### src/design/mac_pkg.sv
/* Shared format constants and types for the single-precision multiply-accumulate unit.
   Every design file and the testbench refer to these by scoped name */
package mac_pkg;

  localparam int EXP_BIAS    = 127;
  localparam int EXP_MAX     = 127;
  localparam int EXP_MIN     = -126;
  localparam int EXP_SPECIAL = 128;
  localparam int FRAC_W      = 23;
  localparam int MANT_W      = 24;

  // Sign set, exponent all ones, top fraction bit set
  localparam logic [31:0] QNAN_BITS = 32'hffc00000;

  typedef struct packed {
    logic              sign;
    logic [7:0]        exp;
    logic [FRAC_W-1:0] frac;
  } fp32_fields_t;

  // One word, read either raw or as fields
  typedef union packed {
    logic [31:0]  bits;
    fp32_fields_t f;
  } fp32_u;

  // Normalised value waiting for rounding, exponent unbiased
  typedef struct packed {
    logic              sign;
    logic signed [9:0] exp;
    logic [MANT_W-1:0] mant;
    logic              guard;
    logic              round_bit;
    logic              sticky;
  } unrounded_t;

endpackage
### src/design/mac_top.sv
/* Single-precision multiply-accumulate, ans = a*b + c for op 1 and a*b - c for op 0.
   Each input and the result use their own stb/ack transfer */
module mac_top (
  input  logic           aclk,
  input  logic           rstn,
  input  mac_pkg::fp32_u a,
  input  logic           a_stb,
  output logic           a_ack,
  input  mac_pkg::fp32_u b,
  input  logic           b_stb,
  output logic           b_ack,
  input  mac_pkg::fp32_u c,
  input  logic           c_stb,
  output logic           c_ack,
  input  logic           op,
  input  logic           op_stb,
  output logic           op_ack,
  output mac_pkg::fp32_u ans,
  output logic           ans_stb,
  input  logic           ans_ack
);

  logic                mul_start;
  logic                mul_done;
  logic                add_start;
  logic                add_done;
  logic                sub_op;
  mac_pkg::fp32_u      op_a;
  mac_pkg::fp32_u      op_b;
  mac_pkg::fp32_u      op_c;
  mac_pkg::fp32_u      ab;
  mac_pkg::fp32_u      sum;
  mac_pkg::unrounded_t mul_unr;
  logic                mul_is_special;
  mac_pkg::fp32_u      mul_special;
  mac_pkg::fp32_u      mul_packed;
  mac_pkg::unrounded_t add_unr;
  logic                add_is_special;
  mac_pkg::fp32_u      add_special;
  mac_pkg::fp32_u      add_packed;

  mac_ctrl u_ctrl (
    .aclk, .rstn,
    .a, .a_stb, .a_ack, .b, .b_stb, .b_ack,
    .c, .c_stb, .c_ack, .op, .op_stb, .op_ack,
    .ans, .ans_stb, .ans_ack,
    .mul_start, .mul_done, .add_start, .add_done,
    .ab, .sum, .op_a, .op_b, .op_c, .sub_op
  );

  fp_mul_unit u_mul (
    .aclk, .rstn, .start(mul_start), .op_a, .op_b,
    .packed_word(mul_packed), .unrounded(mul_unr), .is_special(mul_is_special),
    .special(mul_special), .done(mul_done), .ab
  );

  fp_round_pack u_mul_round (
    .value(mul_unr), .is_special(mul_is_special), .special(mul_special),
    .packed_word(mul_packed)
  );

  fp_add_unit u_add (
    .aclk, .rstn, .start(add_start), .op_ab(ab), .op_c, .sub_op,
    .packed_word(add_packed), .unrounded(add_unr), .is_special(add_is_special),
    .special(add_special), .done(add_done), .sum
  );

  fp_round_pack u_add_round (
    .value(add_unr), .is_special(add_is_special), .special(add_special),
    .packed_word(add_packed)
  );

endmodule

### src/design/mac_ctrl.sv
/* Sequencer of the MAC: takes an operand set over stb/ack, runs the multiply and add units
   in turn and holds the result with ans_stb until ans_ack */
module mac_ctrl (
  input  logic           aclk,
  input  logic           rstn,
  input  mac_pkg::fp32_u a,
  input  logic           a_stb,
  output logic           a_ack,
  input  mac_pkg::fp32_u b,
  input  logic           b_stb,
  output logic           b_ack,
  input  mac_pkg::fp32_u c,
  input  logic           c_stb,
  output logic           c_ack,
  input  logic           op,
  input  logic           op_stb,
  output logic           op_ack,
  output mac_pkg::fp32_u ans,
  output logic           ans_stb,
  input  logic           ans_ack,
  output logic           mul_start,
  input  logic           mul_done,
  output logic           add_start,
  input  logic           add_done,
  input  mac_pkg::fp32_u ab,
  input  mac_pkg::fp32_u sum,
  output mac_pkg::fp32_u op_a,
  output mac_pkg::fp32_u op_b,
  output mac_pkg::fp32_u op_c,
  output logic           sub_op
);

  typedef enum logic [1:0] {C_IDLE, C_MUL, C_ADD, C_PRESENT} ctrl_state_t;

  ctrl_state_t state;
  logic        ack_q;
  logic        take;

  assign take   = ack_q & a_stb & b_stb & c_stb & op_stb;
  assign a_ack  = ack_q;
  assign b_ack  = ack_q;
  assign c_ack  = ack_q;
  assign op_ack = ack_q;

  always_ff @(posedge aclk) begin
    if (!rstn) begin
      state     <= C_IDLE;
      ack_q     <= 1'b0;
      mul_start <= 1'b0;
      add_start <= 1'b0;
      ans_stb   <= 1'b0;
    end else begin
      mul_start <= 1'b0;
      add_start <= 1'b0;
      case (state)
        C_IDLE: begin
          ack_q <= !take;
          if (take) begin
            mul_start <= 1'b1;
            state     <= C_MUL;
          end
        end
        C_MUL: if (mul_done) begin
          add_start <= 1'b1;
          state     <= C_ADD;
        end
        C_ADD: if (add_done) begin
          ans_stb <= 1'b1;
          state   <= C_PRESENT;
        end
        default: if (ans_ack) begin
          ans_stb <= 1'b0;
          state   <= C_IDLE;
        end
      endcase
    end
  end

  always_ff @(posedge aclk) begin
    if (take) begin
      op_a   <= a;
      op_b   <= b;
      op_c   <= c;
      sub_op <= !op;
    end
    if (state == C_ADD && add_done) ans <= sum;
  end

  ack_only_idle: assert property (@(posedge aclk) disable iff (!rstn)
    ack_q |-> (state == C_IDLE && !ans_stb));

  ans_held: assert property (@(posedge aclk) disable iff (!rstn)
    (ans_stb && !ans_ack) |=> (ans_stb && $stable(ans)));

  // Multiplier must hold its product through the add phase
  ab_held: assert property (@(posedge aclk) disable iff (!rstn)
    state == C_ADD |-> $stable(ab));

endmodule

### src/design/fp_add_unit.sv
/* Adder stage of the MAC: forms ab + c or ab - c with serial alignment and normalisation.
   Pulse start with stable operands; done pulses with the rounded result on sum */
module fp_add_unit (
  input  logic                aclk,
  input  logic                rstn,
  input  logic                start,
  input  mac_pkg::fp32_u      op_ab,
  input  mac_pkg::fp32_u      op_c,
  input  logic                sub_op,
  input  mac_pkg::fp32_u      packed_word,
  output mac_pkg::unrounded_t unrounded,
  output logic                is_special,
  output mac_pkg::fp32_u      special,
  output logic                done,
  output mac_pkg::fp32_u      sum
);

  typedef enum logic [2:0] {A_IDLE, A_ALIGN, A_ADD, A_CARRY, A_NORM} add_state_t;

  add_state_t        state;
  logic              c_sign;
  logic              x_nan;
  logic              x_inf;
  logic              x_zero;
  logic              y_nan;
  logic              y_inf;
  logic              y_zero;
  logic              norm_stop;
  logic              finish;
  logic              x_s;
  logic              y_s;
  logic signed [9:0] x_e;
  logic signed [9:0] y_e;
  logic [26:0]       x_m;
  logic [26:0]       y_m;
  logic [27:0]       acc;
  logic              res_s;
  logic signed [9:0] res_e;
  logic [26:0]       res_m;

  always_comb begin
    c_sign = op_c.f.sign ^ sub_op;
    x_nan  = (&op_ab.f.exp) & (|op_ab.f.frac);
    x_inf  = (&op_ab.f.exp) & ~(|op_ab.f.frac);
    x_zero = ~(|op_ab.f.exp);
    y_nan  = (&op_c.f.exp) & (|op_c.f.frac);
    y_inf  = (&op_c.f.exp) & ~(|op_c.f.frac);
    y_zero = ~(|op_c.f.exp);

    is_special = 1'b1;
    special    = op_ab;
    if (x_nan | y_nan) begin
      special.bits = mac_pkg::QNAN_BITS;
    end else if (x_inf & y_inf & (op_ab.f.sign != c_sign)) begin
      special.bits = mac_pkg::QNAN_BITS;
    end else if (x_inf) begin
      special = op_ab;
    end else if (y_inf) begin
      special.bits = {c_sign, op_c.bits[30:0]};
    end else if (x_zero & y_zero) begin
      special.bits = {op_ab.f.sign & c_sign, 31'd0};
    end else if (x_zero) begin
      special.bits = {c_sign, op_c.bits[30:0]};
    end else if (!y_zero) begin
      is_special = 1'b0;
    end
  end

  // Low three bits of res_m are guard, round and sticky
  assign unrounded = '{sign: res_s, exp: res_e, mant: res_m[26:3],
                       guard: res_m[2], round_bit: res_m[1], sticky: res_m[0]};

  assign norm_stop = res_m[26] || res_m == '0 || res_e <= mac_pkg::EXP_MIN;
  assign finish    = (state == A_IDLE && start && is_special) ||
                     (state == A_NORM && norm_stop);

  always_ff @(posedge aclk) begin
    if (!rstn) begin
      state <= A_IDLE;
      done  <= 1'b0;
    end else begin
      done <= finish;
      case (state)
        A_IDLE:  if (start && !is_special) state <= A_ALIGN;
        A_ALIGN: if (x_e == y_e) state <= A_ADD;
        A_ADD:   state <= A_CARRY;
        A_CARRY: state <= A_NORM;
        default: if (norm_stop) state <= A_IDLE;
      endcase
    end
  end

  always_ff @(posedge aclk) begin
    case (state)
      A_IDLE: if (start) begin
        x_s <= op_ab.f.sign;
        x_e <= 10'(int'(op_ab.f.exp) - mac_pkg::EXP_BIAS);
        x_m <= {1'b1, op_ab.f.frac, 3'b000};
        y_s <= c_sign;
        y_e <= 10'(int'(op_c.f.exp) - mac_pkg::EXP_BIAS);
        y_m <= {1'b1, op_c.f.frac, 3'b000};
      end
      // Smaller operand moves right, lost bits collect in bit 0
      A_ALIGN: if (x_e > y_e) begin
        y_m <= {1'b0, y_m[26:2], |y_m[1:0]};
        y_e <= y_e + 10'sd1;
      end else if (y_e > x_e) begin
        x_m <= {1'b0, x_m[26:2], |x_m[1:0]};
        x_e <= x_e + 10'sd1;
      end
      A_ADD: begin
        res_e <= x_e;
        if (x_s == y_s) begin
          acc   <= x_m + y_m;
          res_s <= x_s;
        end else if (x_m >= y_m) begin
          acc   <= x_m - y_m;
          res_s <= x_s;
        end else begin
          acc   <= y_m - x_m;
          res_s <= y_s;
        end
      end
      A_CARRY: begin
        if (acc[27]) begin
          res_m <= {acc[27:2], |acc[1:0]};
          res_e <= res_e + 10'sd1;
        end else begin
          res_m <= acc[26:0];
        end
        // Exact cancellation is +0
        if (acc == '0) res_s <= 1'b0;
      end
      default: if (!norm_stop) begin
        res_m <= res_m << 1;
        res_e <= res_e - 10'sd1;
      end
    endcase
    if (finish) sum <= packed_word;
  end

endmodule

### src/design/fp_mul_unit.sv
/* Multiplier stage of the MAC: special cases, 24x24 mantissa product and one-step normalise.
   Pulse start with stable operands; done pulses with the rounded product on ab */
module fp_mul_unit (
  input  logic                aclk,
  input  logic                rstn,
  input  logic                start,
  input  mac_pkg::fp32_u      op_a,
  input  mac_pkg::fp32_u      op_b,
  input  mac_pkg::fp32_u      packed_word,
  output mac_pkg::unrounded_t unrounded,
  output logic                is_special,
  output mac_pkg::fp32_u      special,
  output logic                done,
  output mac_pkg::fp32_u      ab
);

  typedef enum logic [1:0] {M_IDLE, M_TAKE, M_NORM} mul_state_t;

  mul_state_t        state;
  logic              finish;
  logic              a_nan;
  logic              a_inf;
  logic              a_zero;
  logic              b_nan;
  logic              b_inf;
  logic              b_zero;
  logic              sign_x;
  logic              prod_sign;
  logic signed [9:0] prod_exp;
  logic [47:0]       product;
  logic [23:0]       mant;
  logic              guard;
  logic              round_bit;
  logic              sticky;

  always_comb begin
    a_nan  = (&op_a.f.exp) & (|op_a.f.frac);
    a_inf  = (&op_a.f.exp) & ~(|op_a.f.frac);
    a_zero = ~(|op_a.f.exp);
    b_nan  = (&op_b.f.exp) & (|op_b.f.frac);
    b_inf  = (&op_b.f.exp) & ~(|op_b.f.frac);
    b_zero = ~(|op_b.f.exp);
    sign_x = op_a.f.sign ^ op_b.f.sign;

    is_special   = 1'b1;
    special.bits = {sign_x, 31'd0};
    if (a_nan | b_nan) begin
      special.bits = mac_pkg::QNAN_BITS;
    end else if ((a_inf & b_zero) | (b_inf & a_zero)) begin
      special.bits = mac_pkg::QNAN_BITS;
    end else if (a_inf | b_inf) begin
      special.bits = {sign_x, 8'hff, 23'd0};
    end else if (!(a_zero | b_zero)) begin
      is_special = 1'b0;
    end
  end

  // Shift left once when the product's top bit is clear
  always_comb begin
    unrounded.sign   = prod_sign;
    unrounded.sticky = sticky;
    if (mant[23]) begin
      unrounded.exp       = prod_exp;
      unrounded.mant      = mant;
      unrounded.guard     = guard;
      unrounded.round_bit = round_bit;
    end else begin
      unrounded.exp       = prod_exp - 10'sd1;
      unrounded.mant      = {mant[22:0], guard};
      unrounded.guard     = round_bit;
      unrounded.round_bit = 1'b0;
    end
  end

  assign finish = (state == M_IDLE && start && is_special) || state == M_NORM;

  always_ff @(posedge aclk) begin
    if (!rstn) begin
      state <= M_IDLE;
      done  <= 1'b0;
    end else begin
      done <= finish;
      case (state)
        M_IDLE: if (start && !is_special) state <= M_TAKE;
        M_TAKE: state <= M_NORM;
        default: state <= M_IDLE;
      endcase
    end
  end

  always_ff @(posedge aclk) begin
    if (state == M_IDLE && start) begin
      prod_sign <= sign_x;
      prod_exp  <= 10'(int'(op_a.f.exp) + int'(op_b.f.exp) - 2 * mac_pkg::EXP_BIAS + 1);
      product   <= {1'b1, op_a.f.frac} * {1'b1, op_b.f.frac};
    end
    if (state == M_TAKE) begin
      mant      <= product[47:24];
      guard     <= product[23];
      round_bit <= product[22];
      sticky    <= |product[21:0];
    end
    if (finish) ab <= packed_word;
  end

  // Latency is 1 cycle for special operands and 3 otherwise
  done_after_start: assert property (@(posedge aclk) disable iff (!rstn)
    done |-> ($past(start) || $past(start, 3)));

endmodule

### src/design/fp_round_pack.sv
/* Combinational round-to-nearest-even and packing of a normalised value into a float word.
   Also applies overflow to infinity, flush to zero and the special-case bypass */
module fp_round_pack (
  input  mac_pkg::unrounded_t value,
  input  logic                is_special,
  input  mac_pkg::fp32_u      special,
  output mac_pkg::fp32_u      packed_word
);

  logic                       round_up;
  logic [mac_pkg::MANT_W:0]   mant_inc;
  logic [mac_pkg::MANT_W-1:0] mant_r;
  logic signed [9:0]          exp_r;

  always_comb begin
    round_up = value.guard & (value.round_bit | value.sticky | value.mant[0]);
    mant_inc = {1'b0, value.mant} + {{mac_pkg::MANT_W{1'b0}}, round_up};
    exp_r    = value.exp;
    mant_r   = mant_inc[mac_pkg::MANT_W-1:0];
    // Carry out of the mantissa bumps the exponent
    if (mant_inc[mac_pkg::MANT_W]) begin
      mant_r = mant_inc[mac_pkg::MANT_W:1];
      exp_r  = value.exp + 10'sd1;
    end

    if (is_special) begin
      packed_word = special;
    end else if (exp_r > mac_pkg::EXP_MAX) begin
      packed_word.bits = {value.sign, 8'(mac_pkg::EXP_SPECIAL + mac_pkg::EXP_BIAS), 23'd0};
    end else if (exp_r < mac_pkg::EXP_MIN || !mant_r[mac_pkg::MANT_W-1]) begin
      packed_word.bits = {value.sign, 31'd0};
    end else begin
      packed_word.bits = {value.sign, 8'(exp_r + mac_pkg::EXP_BIAS),
                          mant_r[mac_pkg::FRAC_W-1:0]};
    end
  end

endmodule

### config.mk
export PLATFORM = sky130hd
export DESIGN_NAME = mac_top
export DESIGN_NICKNAME = d
export VERILOG_FILES = /design/src/design/mac_pkg.sv /design/src/design/mac_top.sv /design/src/design/mac_ctrl.sv /design/src/design/fp_add_unit.sv /design/src/design/fp_mul_unit.sv /design/src/design/fp_round_pack.sv
export SDC_FILE = /design/constraint.sdc
export NUM_CORES = 2
export LEC_CHECK = 0
export BUFFER_PORTS_ARGS = -buffer_cell sky130_fd_sc_hd__buf_2
export CAP_MARGIN = 20
export CORE_ASPECT_RATIO = 1.2
export CORE_MARGIN = 8
export CORE_UTILIZATION = 38
export DETAILED_ROUTE_END_ITERATION = 6
export PLACE_DENSITY = 0.5
export SETUP_SLACK_MARGIN = 0.3
export SYNTH_ARGS = -nofsm -noshare
export SYNTH_HDL_FRONTEND = slang
export SYNTH_SLANG_ARGS = --single-unit
### constraint.sdc
create_clock -name aclk -period 19.4 [get_ports aclk]
set_clock_uncertainty 0.2 [all_clocks]
set_input_delay 1.94 -clock aclk [delete_from_list [all_inputs] [get_ports aclk]]
set_output_delay 1.94 -clock aclk [all_outputs]
set_load 0.05 [all_outputs]
Word-level counts from Yosys, hierarchy flattened:

Cells that the tools add are included.

* bits of input ports: 104
* bits in registers: 434
* output and inout port bits: 37
* word-level logic and storage cells: 260

* reduce and logical (&&, ||, !) cells: 60
* add/sub/neg operators: 18
* muxes and demuxes: 73
* bitwise logic cells: 42
* multiply operators: 1
* eq/ne operators: 25
* $lt $le $gt $ge: 8

Operators with widths (count)
* $mux 32: 10
* $mux 27: 7
* $pmux 27 s2: 3
* $mux 31: 5
* $reduce_or 23->1: 4
* $mux 10: 9
* $mux 28: 2
* $sub 27x27->28: 2
* $add 10x2->10 const B: 5
* $add 24x1->25: 2
* $mul 24x24->48: 1
* $mux 24: 2
* $pmux 10 s2: 2
* $mux 36: 1
* $reduce_and 8->1: 4
* $reduce_or 8->1: 4
* $pmux 10 s3: 1
* $add 27x27->28: 1
* $logic_not 28->1: 1
* $ge 27x27->1: 1
* $logic_not 27->1: 1
* $reduce_or 22->1: 1
* $and 1x1->1: 20
* $gt 10x10->1: 2
* 42 further kinds: 136

Longest topological paths before layout:

* depth after elaboration: 12
* mapped depth: 28
* depth with buffers taken out: 26

Hierarchy:

From an unflattened synthesis, not the netlist that was laid out.

* cells, all modules: 4534
* area, all modules: 44171.1 um^2

Modules (own cells, without submodules)
* fp_mul_unit: sequential area each 3603.5 um^2, cells each 2424, area an instance 23646.4 um^2, times used 1
* fp_add_unit: sequential area each 5305.1 um^2, cells each 1446, area an instance 13055.0 um^2, times used 1
* mac_ctrl: sequential area each 3993.8 um^2, cells each 168, area an instance 4224.1 um^2, times used 1
* fp_round_pack (u_add_round): sequential area each 0.0 um^2, cells each 249, area an instance 1672.9 um^2, times used 1
* fp_round_pack (u_mul_round): sequential area each 0.0 um^2, cells each 247, area an instance 1572.8 um^2, times used 1

Worst setup path after synthesis:

OpenSTA, ideal clock, no wires.

* path type: register to register
* start: reg u_ctrl.op_a[19] (netlist bit)
* end: reg u_mul.product[46], data pin
* data required time: 19.065 ns
* clock period less this slack: 7.479 ns
* path slack: 11.921 ns
* stages on the path, launching flop included: 26
* arrival time: 7.144 ns
* library setup time: 0.135 ns
* buffers on the path: 1
* cells stage by stage: edfxtp_1 > clkbuf_1 > nand2_1 > fa_1 > inv_1 > fa_1 > inv_1 > fa_1 > fa_1 > inv_1 > fa_1 > fa_1 > inv_1 > fa_1 > inv_1 > ha_1 > a21oi_1 > nand2_1 > a221oi_1 > o22ai_1 > o32a_1 > a221o_1 > a21oi_1 > a21oi_1 > or4b_2 > nand3_1

* longest elaborated chain between the ends: 1

Ends and longest elaborated chain
* start: declaration: RTL line mac_ctrl.sv:27 `output mac_pkg::fp32_u op_a,`
* start signal: assignment: RTL line mac_ctrl.sv:81 `op_a <= a;`
* $mul 24x24->48: RTL line fp_mul_unit.sv:95 `product <= {1'b1, op_a.f.frac} * {1'b1, op_b.f.frac};`
* end signal: assignment: RTL line fp_mul_unit.sv:95
* end: declaration: RTL line fp_mul_unit.sv:30 `logic [47:0] product;`

Every way passes these cells.
A chain may end at the register's enable or synchronous reset.

Worst setup path in the final report:

* start: reg u_ctrl.op_a[8] (netlist bit)
* end: reg u_mul.product[46], data pin

Same word-level chain as after synthesis.

==> results by group <==
Place
  – Port bufs: 140
  – Final HPWL DP: 98.8 mm
  – Number of cells after detailed placement: 5971
  – DP Area: 45700 sq um
  – Placer Congestion: 0.886

Routing
  – Routed vias: 31700
  – Met2 WL: 68.1 mm
  – Post-route ant nets: 0
  – Routed WL: 130 mm
  – Met3 WL post-DR: 5.39 mm
  – Detailed Routing Iterations Pass 1: 7
  – Met1 wire length: 50.6 mm
  – Remaining DRCs: 1
  – DR top layer: met4
  – WL/cell: 21.4 microns
  – 1st-iter DRT viols: 1948
  – DR vias/cell: 5.22

Run status
  – Failing checks: DRC
  – Status: finished, violations left

Clocking
  – CTS buffer count: 52
  – Max Root-Sink Buffers: 3
  – CTS tree: done
  – Root Buffer: clkbuf_16
  – CTS resizes: 0
  – Clock slew at reported path FFs: 0.06 ns
  – Total clock sinks: 434
  – Clock latency on the worst-skew pair: 0.66 ns
  – Setup repair bufs after CTS: 0
  – Hold_buf cts: 0
  – H-tree Lvls: 2

Floorplan
  – FP Rows: 135
  – Chip width: 324 microns
  – Die H: 386 microns
  – Starting density of the core: 0.384
  – Core box area: 113000 sq um
  – Ports: 141
  – Die area: 125000 sq um

GRT
  – Antenna violations before repair: 1
  – Global route total overflow: 0
  – First-pass GRT wire length: 200 mm
  – Pin count of the biggest net entering global routing: 71
  – Gr usage total: 0.205
  – Vias in the first global route: 33400

Setup path
  – Required @ worst endpoint: 19.71 ns
  – Crit path max fanout: 21
  – Worst path slowest cell: edfxtp_1
  – Critical Path Start Type: flop
  – Crit path DAT: 9.32 ns
  – Critical path's top delay family: adder cells
  – Crit Path Category: flop to flop
  – Slowest stage delay, CP: 0.99 ns
  – Worst setup EP type: flop
  – Worst path buffer plus inverter count: 7

STA
  – Final worst path period need: 9.01 ns
  – Max Slew Vio Count: 0
  – Unrepaired setup endpoints after global routing: no
  – Final hold vios: 0
  – Max Fclk: 111 MHz
  – Slew HR: 0.221
  – Worst-margin pin slew: 1.17 ns
  – Final Setup Violations: 0
  – Setup TNS: 0 ns
  – Period utilization: 0.464

Power
  – Leak Pwr: 0.0205 uW
  – P per Cell Area: 90.1 nW/um^2
  – VDD IR-drop max: 0.0000857 V

Synth
  – Syn avg cell area: 9.71 sq um
  – Mapped Cells: 4464
  – Cell area after synthesis: 43300 sq um
  – Seq/Total Area, Yosys: 0.298
  – EDFF count, synth: 421
  – Post-synth ARST share: 0
  – Synth unique cells: 90
  – Top FF cell, synth: edfxtp_1
  – Largest area contributor in the netlist: edfxtp_1
  – FF+latch count, synth: 434
  – Area contributors post-synth: edfxtp_1 (29%), fa_1 (22%), ha_1 (8.5%)
  – Share of the synthesized area in the top cell type: 0.292
  – Synth Net Count: 5348
  – Synth Warn #: 0

Run
  – MaxCap Viol Count: 0

Layout
  – Diode count: 0
  – Final non-filler cell total: 6068
  – Share of post-route cells with drive strength above 1: 0.0745
  – Final Instance Area: 47500 sq um
  – Layout net count: 5403
  – Area Growth Syn to Fin: 9.54%

Worst hold path
  – Worst min path class: flop to flop
-- stage by stage --
| stage | hold slack [ns] | setup slack, ns | utilization | total power, uW |
|---|---|---|---|---|
| 3_3_place_gp | 0.201 | 10.51 | 0.404 | 3270 |
| 4_1_cts | 0.199 | 10.39 | 0.420 | 4320 |
| 2_1_floorplan | 0.200 | 11.92 | - | 2690 |
| 5_1_grt | 0.205 | 9.97 | 0.420 | 4630 |
| 6_report | 0.200 | 10.39 | 0.420 | 4280 |
| 3_5_place_dp | 0.205 | 10.40 | 0.404 | 3260 |
-- synth_stat cells (38+ instances only) --
cell type / count
edfxtp_1: 421
a21oi_1: 214
mux2i_1: 47
nand4_1: 38
nor4_1: 48
nor3_1: 54
nand2_1: 511
clkbuf_1: 183
fa_1: 486
inv_1: 724
ha_1: 294
a21o_1: 43
xor2_1: 72
o21ai_0: 211
nand3_1: 66
xnor2_1: 132
nor2_1: 198
and2_1: 268
-- routing by layer --
layer / global-route usage / up-vias
met2: 0.387 / 823
met1: 0.236 / 15800
met5: 0 / -
met3: 0.0208 / 238
met4: 0.0811 / 0
li1: - / 14800
-- worst paths after layout --
check	startpoint	end	depth (start not counted)	slack (ns)
setup reg to reg	u_ctrl.op_a[8]$_DFFE_PP_	u_mul.product[46]$_DFFE_PP_	26	10.39
hold / removal	u_mul.product[27]$_DFFE_PP_	u_mul.mant[3]$_DFFE_PN_	0	0.20
setup / recovery	u_ctrl.op_a[8]$_DFFE_PP_	u_mul.product[46]$_DFFE_PP_	26	10.39
hold reg to reg	u_mul.product[27]$_DFFE_PP_	u_mul.mant[3]$_DFFE_PN_	0	0.20
-- cells by family (layout without fill, tap and decap cells) --
logic type	Yosys count	count (layout)	share of synthesized area
flip-flops	434	434	0.298
adder cells (fa/ha/maj)	780	780	0.309
AND/OR/NAND/NOR	1336	1336	0.152
multiplexers	51	51	0.0119
XOR/XNOR	207	207	0.0426
buffers and inverters	926	1023	0.0810
AO/OA/AOI/OAI	730	730	0.105
-- state kept, by name, indices dropped and copies added, names as in the netlist, 2 cells and up --
signal and count:
u_add.acc 28, u_add.res_e 10, u_add.res_m 27, u_add.state 3
u_add.sum 32, u_add.x_e 10, u_add.x_m 27, u_add.y_e 10
u_add.y_m 27, u_ctrl.ans 32, u_ctrl.op_a 32, u_ctrl.op_b 32
u_ctrl.op_c 32, u_ctrl.state 2, u_mul.ab 32, u_mul.mant 24
u_mul.prod_exp 10, u_mul.product 48, u_mul.state 2
-- cell type report --
class,count,area [sq um]
clock buffers,59,1330
well taps,1507,1890
repair buffers,201,1200
inverters,726,2730
multi-input cells,3104,27000
flip-flops and latches,434,12900
fillers,11100,65500
clock inverters,37,450
-- layout by cell type, fill, tap and decap left out, types with 29 or more instances in the layout --
master	netlist	routed
and3_1	34	34
ha_1	294	294
nor2_1	198	195
a211oi_1	29	29
nand2_1	511	511
mux2i_1	47	47
buf_2	1	140
nor3_1	54	53
and2_1	268	268
nand3_1	66	66
a21oi_1	214	214
clkbuf_16	0	52
xnor2_1	132	131
o21ai_0	211	210
xor2_1	72	71
nor4_1	48	48
a21o_1	43	43
nand4_1	38	38
inv_1	724	723
fa_1	486	486
edfxtp_1	421	421
buf_4	5	59
o21bai_1	30	29
-- where the power goes --
group	switching, uW	total, uW	internal, uW	leakage (uW)
registers	8.71	1150	1140	0.00390
clock network	440	1020	581	0.000840
logic	1270	2110	842	0.0158
total	1720	4280	2560	0.0205
No activity file was read; power rests on OpenSTA's default activity.
